<file path="src/verilog/cache_axi_cfg.svh">
// cache to axi write path configuration
// sizes of the cache side, the axi port and the burst shape
`ifndef CACHE_AXI_CFG_SVH
`define CACHE_AXI_CFG_SVH

// caches sharing the write port
`define NUM_CACHE 2

// cache side
`define DMA_DATA_WIDTH 32
`define BLOCK_WORDS 8
`define TAG_FIFO_ELS `NUM_CACHE

// axi side
`define AXI_ID_WIDTH 4
`define AXI_ADDR_WIDTH 32
`define AXI_DATA_WIDTH 64

// one block per burst, so BLOCK_WORDS * DMA_DATA_WIDTH / AXI_DATA_WIDTH
`define AXI_BURST_LEN 4

// cache words per axi beat
`define PACK_RATIO (`AXI_DATA_WIDTH / `DMA_DATA_WIDTH)

`endif

</file>
<file path="src/verilog/axi_pkg.sv">
// axi field types
// widths of the address and data channels plus burst, size and response codes
`include "cache_axi_cfg.svh"

package axi_pkg;

  typedef logic [`AXI_ID_WIDTH-1:0] axi_id_t;
  typedef logic [`AXI_ADDR_WIDTH-1:0] axi_addr_t;
  typedef logic [`AXI_DATA_WIDTH-1:0] axi_data_t;
  typedef logic [(`AXI_DATA_WIDTH/8)-1:0] axi_strb_t;
  typedef logic [7:0] axi_len_t;

  typedef enum logic [1:0] {
    axi_burst_fixed = 2'b00,
    axi_burst_incr  = 2'b01,
    axi_burst_wrap  = 2'b10
  } axi_burst_e;

  // bytes per beat, log2 coded
  typedef enum logic [2:0] {
    axi_size_1b   = 3'd0,
    axi_size_2b   = 3'd1,
    axi_size_4b   = 3'd2,
    axi_size_8b   = 3'd3,
    axi_size_16b  = 3'd4,
    axi_size_32b  = 3'd5,
    axi_size_64b  = 3'd6,
    axi_size_128b = 3'd7
  } axi_size_e;

  typedef enum logic [1:0] {
    axi_resp_okay   = 2'b00,
    axi_resp_exokay = 2'b01,
    axi_resp_slverr = 2'b10,
    axi_resp_decerr = 2'b11
  } axi_resp_e;

endpackage

</file>
<file path="src/verilog/cache_dma_pkg.sv">
// cache side types
// tags that pick a cache, dma words and word/beat counters
`include "cache_axi_cfg.svh"

package cache_dma_pkg;

  // at least one bit even with a single cache
  typedef logic [((`NUM_CACHE > 1) ? $clog2(`NUM_CACHE) : 1)-1:0] cache_tag_t;

  typedef logic [`DMA_DATA_WIDTH-1:0] dma_word_t;

  // word index inside a block
  typedef logic [$clog2(`BLOCK_WORDS)-1:0] block_word_cnt_t;

  // beat index inside a burst
  typedef logic [$clog2(`AXI_BURST_LEN)-1:0] beat_cnt_t;

endpackage

</file>
<file path="src/verilog/tag_fifo.sv">
// tag queue
// keeps the cache tags of issued write bursts in issue order
`timescale 1ns/1ps
`include "cache_axi_cfg.svh"

module tag_fifo
  import cache_dma_pkg::*;
#(
  parameter int els_p = `TAG_FIFO_ELS
) (
  input  logic       clk_i,
  input  logic       reset_i,
  input  logic       push_i,
  input  cache_tag_t tag_i,
  output logic       ready_o,
  input  logic       pop_i,
  output logic       v_o,
  output cache_tag_t tag_o
);

  localparam int lg_els_lp = (els_p > 1) ? $clog2(els_p) : 1;

  cache_tag_t mem_q [els_p];
  logic [lg_els_lp-1:0] wr_ptr_q;
  logic [lg_els_lp-1:0] rd_ptr_q;
  logic [$clog2(els_p+1)-1:0] count_q;
  logic push_en;
  logic pop_en;

  assign ready_o = (count_q != els_p);
  assign v_o     = (count_q != 0);
  assign tag_o   = mem_q[rd_ptr_q];

  // guard against overflow and underflow
  assign push_en = push_i & ready_o;
  assign pop_en  = pop_i & v_o;

  always_ff @(posedge clk_i) begin
    if (push_en) begin
      mem_q[wr_ptr_q] <= tag_i;
    end
  end

  always_ff @(posedge clk_i) begin
    if (reset_i) begin
      wr_ptr_q <= '0;
      rd_ptr_q <= '0;
      count_q  <= '0;
    end else begin
      if (push_en) begin
        wr_ptr_q <= (wr_ptr_q == lg_els_lp'(els_p - 1)) ? '0 : wr_ptr_q + 1'b1;
      end
      if (pop_en) begin
        rd_ptr_q <= (rd_ptr_q == lg_els_lp'(els_p - 1)) ? '0 : rd_ptr_q + 1'b1;
      end
      // simultaneous push and pop leaves the count alone
      if (push_en && !pop_en) begin
        count_q <= count_q + 1'b1;
      end else if (pop_en && !push_en) begin
        count_q <= count_q - 1'b1;
      end
    end
  end

endmodule

</file>
<file path="src/verilog/word_packer.sv">
// word packer
// gathers PACK_RATIO cache words into one axi data beat, low word first,
// and holds the beat until a drain pulse empties it
`timescale 1ns/1ps
`include "cache_axi_cfg.svh"

module word_packer
  import axi_pkg::*;
  import cache_dma_pkg::*;
(
  input  logic      clk_i,
  input  logic      reset_i,
  input  logic      v_i,
  input  dma_word_t word_i,
  output logic      ready_o,
  input  logic      drain_i,
  output logic      full_o,
  output axi_data_t beat_o
);

  localparam int lg_ratio_lp = (`PACK_RATIO > 1) ? $clog2(`PACK_RATIO) : 1;

  dma_word_t slot_q [`PACK_RATIO];
  logic [lg_ratio_lp-1:0] fill_idx_q;
  logic full_q;
  logic wr_en;
  logic last_slot;

  // no room once the beat is complete
  assign ready_o   = ~full_q;
  assign full_o    = full_q;
  assign wr_en     = v_i & ready_o;
  assign last_slot = (fill_idx_q == lg_ratio_lp'(`PACK_RATIO - 1));

  // slot payload
  always_ff @(posedge clk_i) begin
    if (wr_en) begin
      slot_q[fill_idx_q] <= word_i;
    end
  end

  always_ff @(posedge clk_i) begin
    if (reset_i) begin
      fill_idx_q <= '0;
      full_q     <= 1'b0;
    end else if (drain_i) begin
      fill_idx_q <= '0;
      full_q     <= 1'b0;
    end else if (wr_en) begin
      if (last_slot) begin
        fill_idx_q <= '0;
        full_q     <= 1'b1;
      end else begin
        fill_idx_q <= fill_idx_q + 1'b1;
      end
    end
  end

  // slot 0 lands in the low bits
  always_comb begin
    beat_o = '0;
    for (int i = 0; i < `PACK_RATIO; i++) begin
      beat_o[i*`DMA_DATA_WIDTH +: `DMA_DATA_WIDTH] = slot_q[i];
    end
  end

endmodule

</file>
<file path="src/verilog/cache_to_axi_tx.sv">
// cache to axi write path
// turns cache eviction requests into axi incr bursts, pulls the block words
// from the cache at the head of the tag queue and packs them into beats
`timescale 1ns/1ps
`include "cache_axi_cfg.svh"

module cache_to_axi_tx
  import axi_pkg::*;
  import cache_dma_pkg::*;
(
  input  logic                      clk_i,
  input  logic                      reset_i,

  // eviction request
  input  logic                      v_i,
  input  cache_tag_t                tag_i,
  input  axi_addr_t                 axi_addr_i,
  output logic                      yumi_o,

  // dma data from the caches
  input  dma_word_t [`NUM_CACHE-1:0] dma_data_i,
  input  logic [`NUM_CACHE-1:0]     dma_data_v_i,
  output logic [`NUM_CACHE-1:0]     dma_data_yumi_o,

  // write address channel
  output axi_id_t                   awid_o,
  output axi_addr_t                 awaddr_o,
  output axi_len_t                  awlen_o,
  output axi_size_e                 awsize_o,
  output axi_burst_e                awburst_o,
  output logic [3:0]                awcache_o,
  output logic [2:0]                awprot_o,
  output logic                      awlock_o,
  output logic                      awvalid_o,
  input  logic                      awready_i,

  // write data channel
  output axi_data_t                 wdata_o,
  output axi_strb_t                 wstrb_o,
  output logic                      wlast_o,
  output logic                      wvalid_o,
  input  logic                      wready_i,

  // write response channel, accepted and dropped
  input  axi_id_t                   bid_i,
  input  axi_resp_e                 bresp_i,
  input  logic                      bvalid_i,
  output logic                      bready_o
);

  logic tag_ready;
  logic tag_v;
  logic tag_pop;
  cache_tag_t head_tag;

  logic pack_ready;
  logic pack_full;
  logic pack_drain;
  logic word_take;
  logic [`NUM_CACHE-1:0] cache_sel;

  block_word_cnt_t word_cnt_q;
  beat_cnt_t beat_cnt_q;
  logic last_word;
  logic beat_accept;

  // address channel
  assign awvalid_o = v_i & tag_ready;
  assign yumi_o    = awvalid_o & awready_i;

  assign awid_o    = '0;
  assign awaddr_o  = axi_addr_i;
  assign awlen_o   = axi_len_t'(`AXI_BURST_LEN - 1);
  assign awsize_o  = axi_size_e'($clog2(`AXI_DATA_WIDTH / 8));
  assign awburst_o = axi_burst_incr;
  // normal, unprivileged, non-cacheable
  assign awcache_o = 4'b0000;
  assign awprot_o  = 3'b000;
  assign awlock_o  = 1'b0;

  tag_fifo #(
    .els_p(`TAG_FIFO_ELS)
  ) tag_queue (
    .clk_i  (clk_i),
    .reset_i(reset_i),
    .push_i (yumi_o),
    .tag_i  (tag_i),
    .ready_o(tag_ready),
    .pop_i  (tag_pop),
    .v_o    (tag_v),
    .tag_o  (head_tag)
  );

  // only the cache at the queue head may hand over words
  always_comb begin
    cache_sel = '0;
    if (tag_v) begin
      cache_sel[head_tag] = 1'b1;
    end
  end

  assign dma_data_yumi_o = cache_sel & dma_data_v_i & {`NUM_CACHE{pack_ready}};
  assign word_take       = |dma_data_yumi_o;

  word_packer packer (
    .clk_i  (clk_i),
    .reset_i(reset_i),
    .v_i    (word_take),
    .word_i (dma_data_i[head_tag]),
    .ready_o(pack_ready),
    .drain_i(pack_drain),
    .full_o (pack_full),
    .beat_o (wdata_o)
  );

  // data channel
  assign wvalid_o    = pack_full;
  assign wstrb_o     = '1;
  assign beat_accept = wvalid_o & wready_i;
  assign pack_drain  = beat_accept;
  assign wlast_o     = wvalid_o & (beat_cnt_q == beat_cnt_t'(`AXI_BURST_LEN - 1));

  // block ends on its last word, so the head tag goes in the same cycle
  assign last_word = (word_cnt_q == block_word_cnt_t'(`BLOCK_WORDS - 1));
  assign tag_pop   = word_take & last_word;

  always_ff @(posedge clk_i) begin
    if (reset_i) begin
      word_cnt_q <= '0;
    end else if (word_take) begin
      word_cnt_q <= last_word ? '0 : word_cnt_q + 1'b1;
    end
  end

  // beats accepted within the current burst
  always_ff @(posedge clk_i) begin
    if (reset_i) begin
      beat_cnt_q <= '0;
    end else if (beat_accept) begin
      beat_cnt_q <= wlast_o ? '0 : beat_cnt_q + 1'b1;
    end
  end

  // responses are not tracked, bid_i, bresp_i and bvalid_i are just sunk
  assign bready_o = 1'b1;

endmodule

</file>
<file path="config.mk">
export PLATFORM = sky130hd
export DESIGN_NAME = cache_to_axi_tx
export DESIGN_NICKNAME = d
export VERILOG_FILES = /design/src/verilog/axi_pkg.sv /design/src/verilog/cache_dma_pkg.sv /design/src/verilog/tag_fifo.sv /design/src/verilog/word_packer.sv /design/src/verilog/cache_to_axi_tx.sv
export VERILOG_INCLUDE_DIRS = /design/src /design/src/verilog
export SDC_FILE = /design/constraint.sdc
export NUM_CORES = 1
export LEC_CHECK = 0
export BUFFER_PORTS_ARGS = -buffer_cell sky130_fd_sc_hd__buf_2
export CORE_MARGIN = 2
export CORE_UTILIZATION = 40
export DETAILED_ROUTE_END_ITERATION = 10
export PLACE_DENSITY = 0.79
export SETUP_SLACK_MARGIN = 0.5
export SKIP_CTS_REPAIR_TIMING = 1
export SYNTH_ARGS = -nofsm -noshare
export SYNTH_HDL_FRONTEND = slang
export SYNTH_SLANG_ARGS = --single-unit
export TNS_END_PERCENT = 100
</file>
<file path="constraint.sdc">
create_clock -name clk_i -period 6.7 [get_ports clk_i]
set_clock_uncertainty 0.2 [all_clocks]
set_input_delay 0.335 -clock clk_i [delete_from_list [all_inputs] [get_ports clk_i]]
set_output_delay 0.335 -clock clk_i [all_outputs]
set_load 0.03 [all_outputs]
</file>
==> impl.org <==
** Critical path
- FF-to-FF path depth :: 4
- The worst setup path is launched from a flip-flop.
- The worst register-to-register path ends at packer.slot_q[1][30]$_DFFE_PP_.
- For the worst setup path, the data required time is 6.46 ns.
- The worst setup path is of the reg2reg kind.
- Kind of capture point of the worst setup path :: flip-flop
- For flop-to-flop paths, the worst setup slack is 3.85 ns.
- In this run the worst path has a maximum fanout of 34.
- Data arrival, critical path :: 2.60 ns

** Timing
- Period utilisation layout :: 42.49%
- Actual slew at the worst max-slew pin :: 1.142 ns
- Time the worst path needs with I/O delays and setup :: 2.847 ns
- Setup-violating endpoint count in the final report :: 0
- Setup repair after global routing left no endpoint under its margin.
- Maximum achievable frequency :: 351.2 MHz
- Summed over all failing endpoints, the final setup total negative slack is 0 ns.
- The number of hold-slack violations in the final timing report came to 0.
- Max-Slew Margin vs Limit :: a little under a quarter
- Count of final max-slew check failures :: 0

** Route
- After detailed routing, the total wire length is 6597 um.
- Total number of vias :: 2084
- Final routed DRC violation total :: 0
- Initial detailed-routing violation count :: 70
- Using the TritonRoute via totals, the vias-per-cell ratio works out to around 4.5.
- Post-detailed-route count of antenna-violating nets :: 0
- In the final routed layout, each cell accounts on average for 14.19 um.
- Number of iterations in the first detailed-routing pass :: 4

** GRT
- Global routing used 5.971% of the available met3 tracks.
- Global routing used a little over an eighth of the available met1 tracks.
- Entering global routing, the biggest net connects 35 pins.
- In the global route stage, overall resource usage came out at 13.30%.
- GRT busiest layer :: met2
- The first global-routing pass estimated 9666 um of wire.
- For met2 alone, demand over resource in global routing was 23.82%.
- Global route total overflow :: 0
- The number of antenna violations at the first check in global routing was 0.
- The number of global-route vias before repair came to roughly 1900.

** Cells and area
- The net count of the finished layout is 467.
- Most frequent cells in the layout :: sky130_fd_sc_hd__buf_2 (141), sky130_fd_sc_hd__edfxtp_1 (66), sky130_fd_sc_hd__conb_1 (34)
- Cells with a size suffix above 1 make up a little under three fifths of the layout.
- From synthesis to final layout, the design area changed by 19.01%.
- # diodes :: 0
- Fill cells in the final layout number slightly above 700.
- Leaving out fill and tap cells, the most frequent cell in the layout is sky130_fd_sc_hd__buf_2.

** Placement
- Number of buffers inserted by port buffering :: 141
- Routability-driven placement finished with a final weighted congestion of about 0.77.
- Detailed placement ended at an HPWL of 4945 um.

** Yosys
- The synthesized netlist devotes 1.427% of its cell area to adder and majority cells.
- For this run, the register share of the synthesized area comes to 63.34%.
- Top cell type's share of synthesized area :: 56.49%
- Synthesis inferred 78 register bits.
- In this run, distinct cell masters in the synthesized netlist total 31.
- Simple logic cell fraction of the synthesized area :: 4.458%
- Dominant combinational cell family by area after synthesis :: buffers and inverters
- Synth Area in Compound Gates :: under 10%
- Ranked by total cell area, the synthesized netlist is headed by sky130_fd_sc_hd__edfxtp_1 (56%), sky130_fd_sc_hd__buf_4 (14%), sky130_fd_sc_hd__mux2_2 (10%).
- The synthesized netlist devotes 0.7489% of its cell area to XOR and XNOR gates.
- After synthesis, the share of cell area in mux cells is 11.77%.
- Post-Syn Area :: 0.003508 sq mm
- The Yosys step of the flow raised 0 warnings.
- Synthesis produced approximately 240 cells.
- Of all cell types, the one taking the most synthesized area is sky130_fd_sc_hd__edfxtp_1.
- Avg Cell Area, Syn :: 14.87 sq um

** Worst hold path
- In this run the most critical hold path is launched from wready_i.
- Cell depth of the worst hold path :: 3
- Type of the most critical hold path :: in2reg
- The worst hold path terminates at beat_cnt_q[1]$_SDFFE_PP0P_.

** Status
- Result of the run :: completed

** Floorplanning
- Initial Util :: 40.83%
- between 200 and 250 I/O pins were placed.
- Floorplan core area :: 0.008593 sq mm
- The die is ~98 um tall.
- The floorplan step defined a die boundary enclosing around 0.0095 sq mm.
- Number of cell rows :: 34
- The floorplan step set the die width to 97.66 um.

** Pwr
- VDD sags by at most 0.09295 mV.
- Summed over all cells, the static leakage comes to ~0.0018 uW.
- Dividing total power by cell area gives a power density of 244.8 mW/mm^2.
- Total power for the finished layout comes to between 1000 and 1500 uW.

** Flow run
- # Max-Cap Violations :: 0

** CTS
- # clock sinks :: 78
- After clock tree synthesis, the clock-pin slew on the worst setup and hold paths is 0.08 ns.
- TritonCTS buffer count :: 9
- Maximum clock insertion buffer count :: 2
- CTS tree :: built
- The H-tree was split into 3 levels.
- CTS Root Cell :: sky130_fd_sc_hd__clkbuf_8
- The later pin in the worst-skew pair is clocked with a latency of about 0.34 ns.
final cells by class:
cell class | count | area (sq um) | share of cell area [%]
Sequential cell | 78 | 2222 | 53.22
Multi-Input combinational cell | 118 | 907.1 | 21.73
Timing Repair Buffer | 143 | 723.2 | 17.32
Tap cell | 108 | 135.1 | 3.236
Clock buffer | 9 | 123.9 | 2.967
Clock inverter | 7 | 56.30 | 1.349
Inverter | 2 | 7.507 | 0.1798
critical path, stage by stage (launching register included):
cell and delay, ns:
sky130_fd_sc_hd__dfxtp_1 0.37, sky130_fd_sc_hd__mux2i_4 0.22, sky130_fd_sc_hd__buf_4 0.41, sky130_fd_sc_hd__nand3_2 0.30, sky130_fd_sc_hd__a21boi_4 0.94
per-layer routing:
metal  wire length (um)  part of all wire, %  vias to the layer above
li1                   -                    -                      973
met1               2412                   37                      958
met2               3368                   51                      131
met3                682                   10                       22
met4                134                  2.0                        0
met5                  0                    0                        -
synthesized netlist by cell type:
master and number:
sky130_fd_sc_hd__clkbuf_1 1, sky130_fd_sc_hd__a21boi_0 1, sky130_fd_sc_hd__or3_1 1, sky130_fd_sc_hd__nor3b_1 1
sky130_fd_sc_hd__nand3_1 4, sky130_fd_sc_hd__o21ba_2 1, sky130_fd_sc_hd__xor2_1 2, sky130_fd_sc_hd__mux2i_4 1
sky130_fd_sc_hd__buf_4 66, sky130_fd_sc_hd__nor3_1 2, sky130_fd_sc_hd__nand3_2 1, sky130_fd_sc_hd__buf_2 3
sky130_fd_sc_hd__nand3b_4 1, sky130_fd_sc_hd__nor2b_1 3, sky130_fd_sc_hd__inv_2 2, sky130_fd_sc_hd__mux2_4 2
sky130_fd_sc_hd__and3_1 2, sky130_fd_sc_hd__o21a_1 1, sky130_fd_sc_hd__o21ai_0 4, sky130_fd_sc_hd__edfxtp_1 66
sky130_fd_sc_hd__ha_1 4, sky130_fd_sc_hd__nand2_1 2, sky130_fd_sc_hd__mux2_2 32, sky130_fd_sc_hd__conb_1 2
sky130_fd_sc_hd__and2_1 3, sky130_fd_sc_hd__dfxtp_1 12, sky130_fd_sc_hd__nand2b_1 1, sky130_fd_sc_hd__xnor2_1 1
sky130_fd_sc_hd__a21oi_1 8, sky130_fd_sc_hd__nor2_1 5, sky130_fd_sc_hd__o221ai_4 1
worst max path at each step:
stage / depth (start not counted) / end / startpoint / slack, ns
6_report: 4 / packer.slot_q[1][30]$_DFFE_PP_ / flip-flop / 3.85
5_1_grt: 4 / packer.slot_q[1][20]$_DFFE_PP_ / flip-flop / 3.64
4_1_cts: 4 / packer.slot_q[1][29]$_DFFE_PP_ / flip-flop / 3.79
3_5_place_dp: 4 / packer.slot_q[1][1]$_DFFE_PP_ / flip-flop / 3.83
3_3_place_gp: 4 / packer.slot_q[1][29]$_DFFE_PP_ / flip-flop / 3.91
2_1_floorplan: 3 / packer.slot_q[1][0]$_DFFE_PP_ / packer.full_o$_SDFFE_PP0P_ / 2.62
metrics by stage:
step,hold slack [ns],cell area [sq um],setup slack (ns),utilization (%),instances
after detailed placement,0.2795,3985,3.826,46.37,448
after global placement,0.2472,3985,3.909,46.37,448
after global routing,0.07636,4175,3.644,48.59,465
after CTS,-0.01698,4165,3.788,48.47,464
after floorplan,0.2339,3628,2.621,-,268
final,0.08556,4175,3.853,48.59,465
state kept, by name, summed over array words and instances (netlist names), named ones only:
| signal | flops |
|---|---|
| packer.slot_q | 64 |
| word_cnt_q | 3 |
| beat_cnt_q | 2 |
| tag_queue.count_q | 2 |
| tag_queue.mem_q | 2 |
| packer.fill_idx_q | 1 |
| packer.full_o | 1 |
| tag_queue.rd_ptr_q | 1 |
| tag_queue.wr_ptr_q | 1 |
where the power goes:
group / switching (uW) / internal (uW) / total [uW] / leakage (uW)
registers: 8.02 / 552 / 560 / 0.000697
clock network: 176 / 138 / 314 / 0.0000838
logic: 100 / 48.2 / 148 / 0.000998
total: 284 / 738 / 1020 / 0.00178
logic make-up (layout without fill, tap and decap cells):
group                      after synthesis  count (layout)
AOI/OAI and AO/OA                       16              16
adders and majority gates                4               4
buffers and inverters                   72             161
DFF                                     78              78
other                                    2              34
and+or+nand+nor                         26              26
muxes                                   35              35
xor gates and xnor gates                 3               3
No activity file was read; power rests on OpenSTA's default activity.
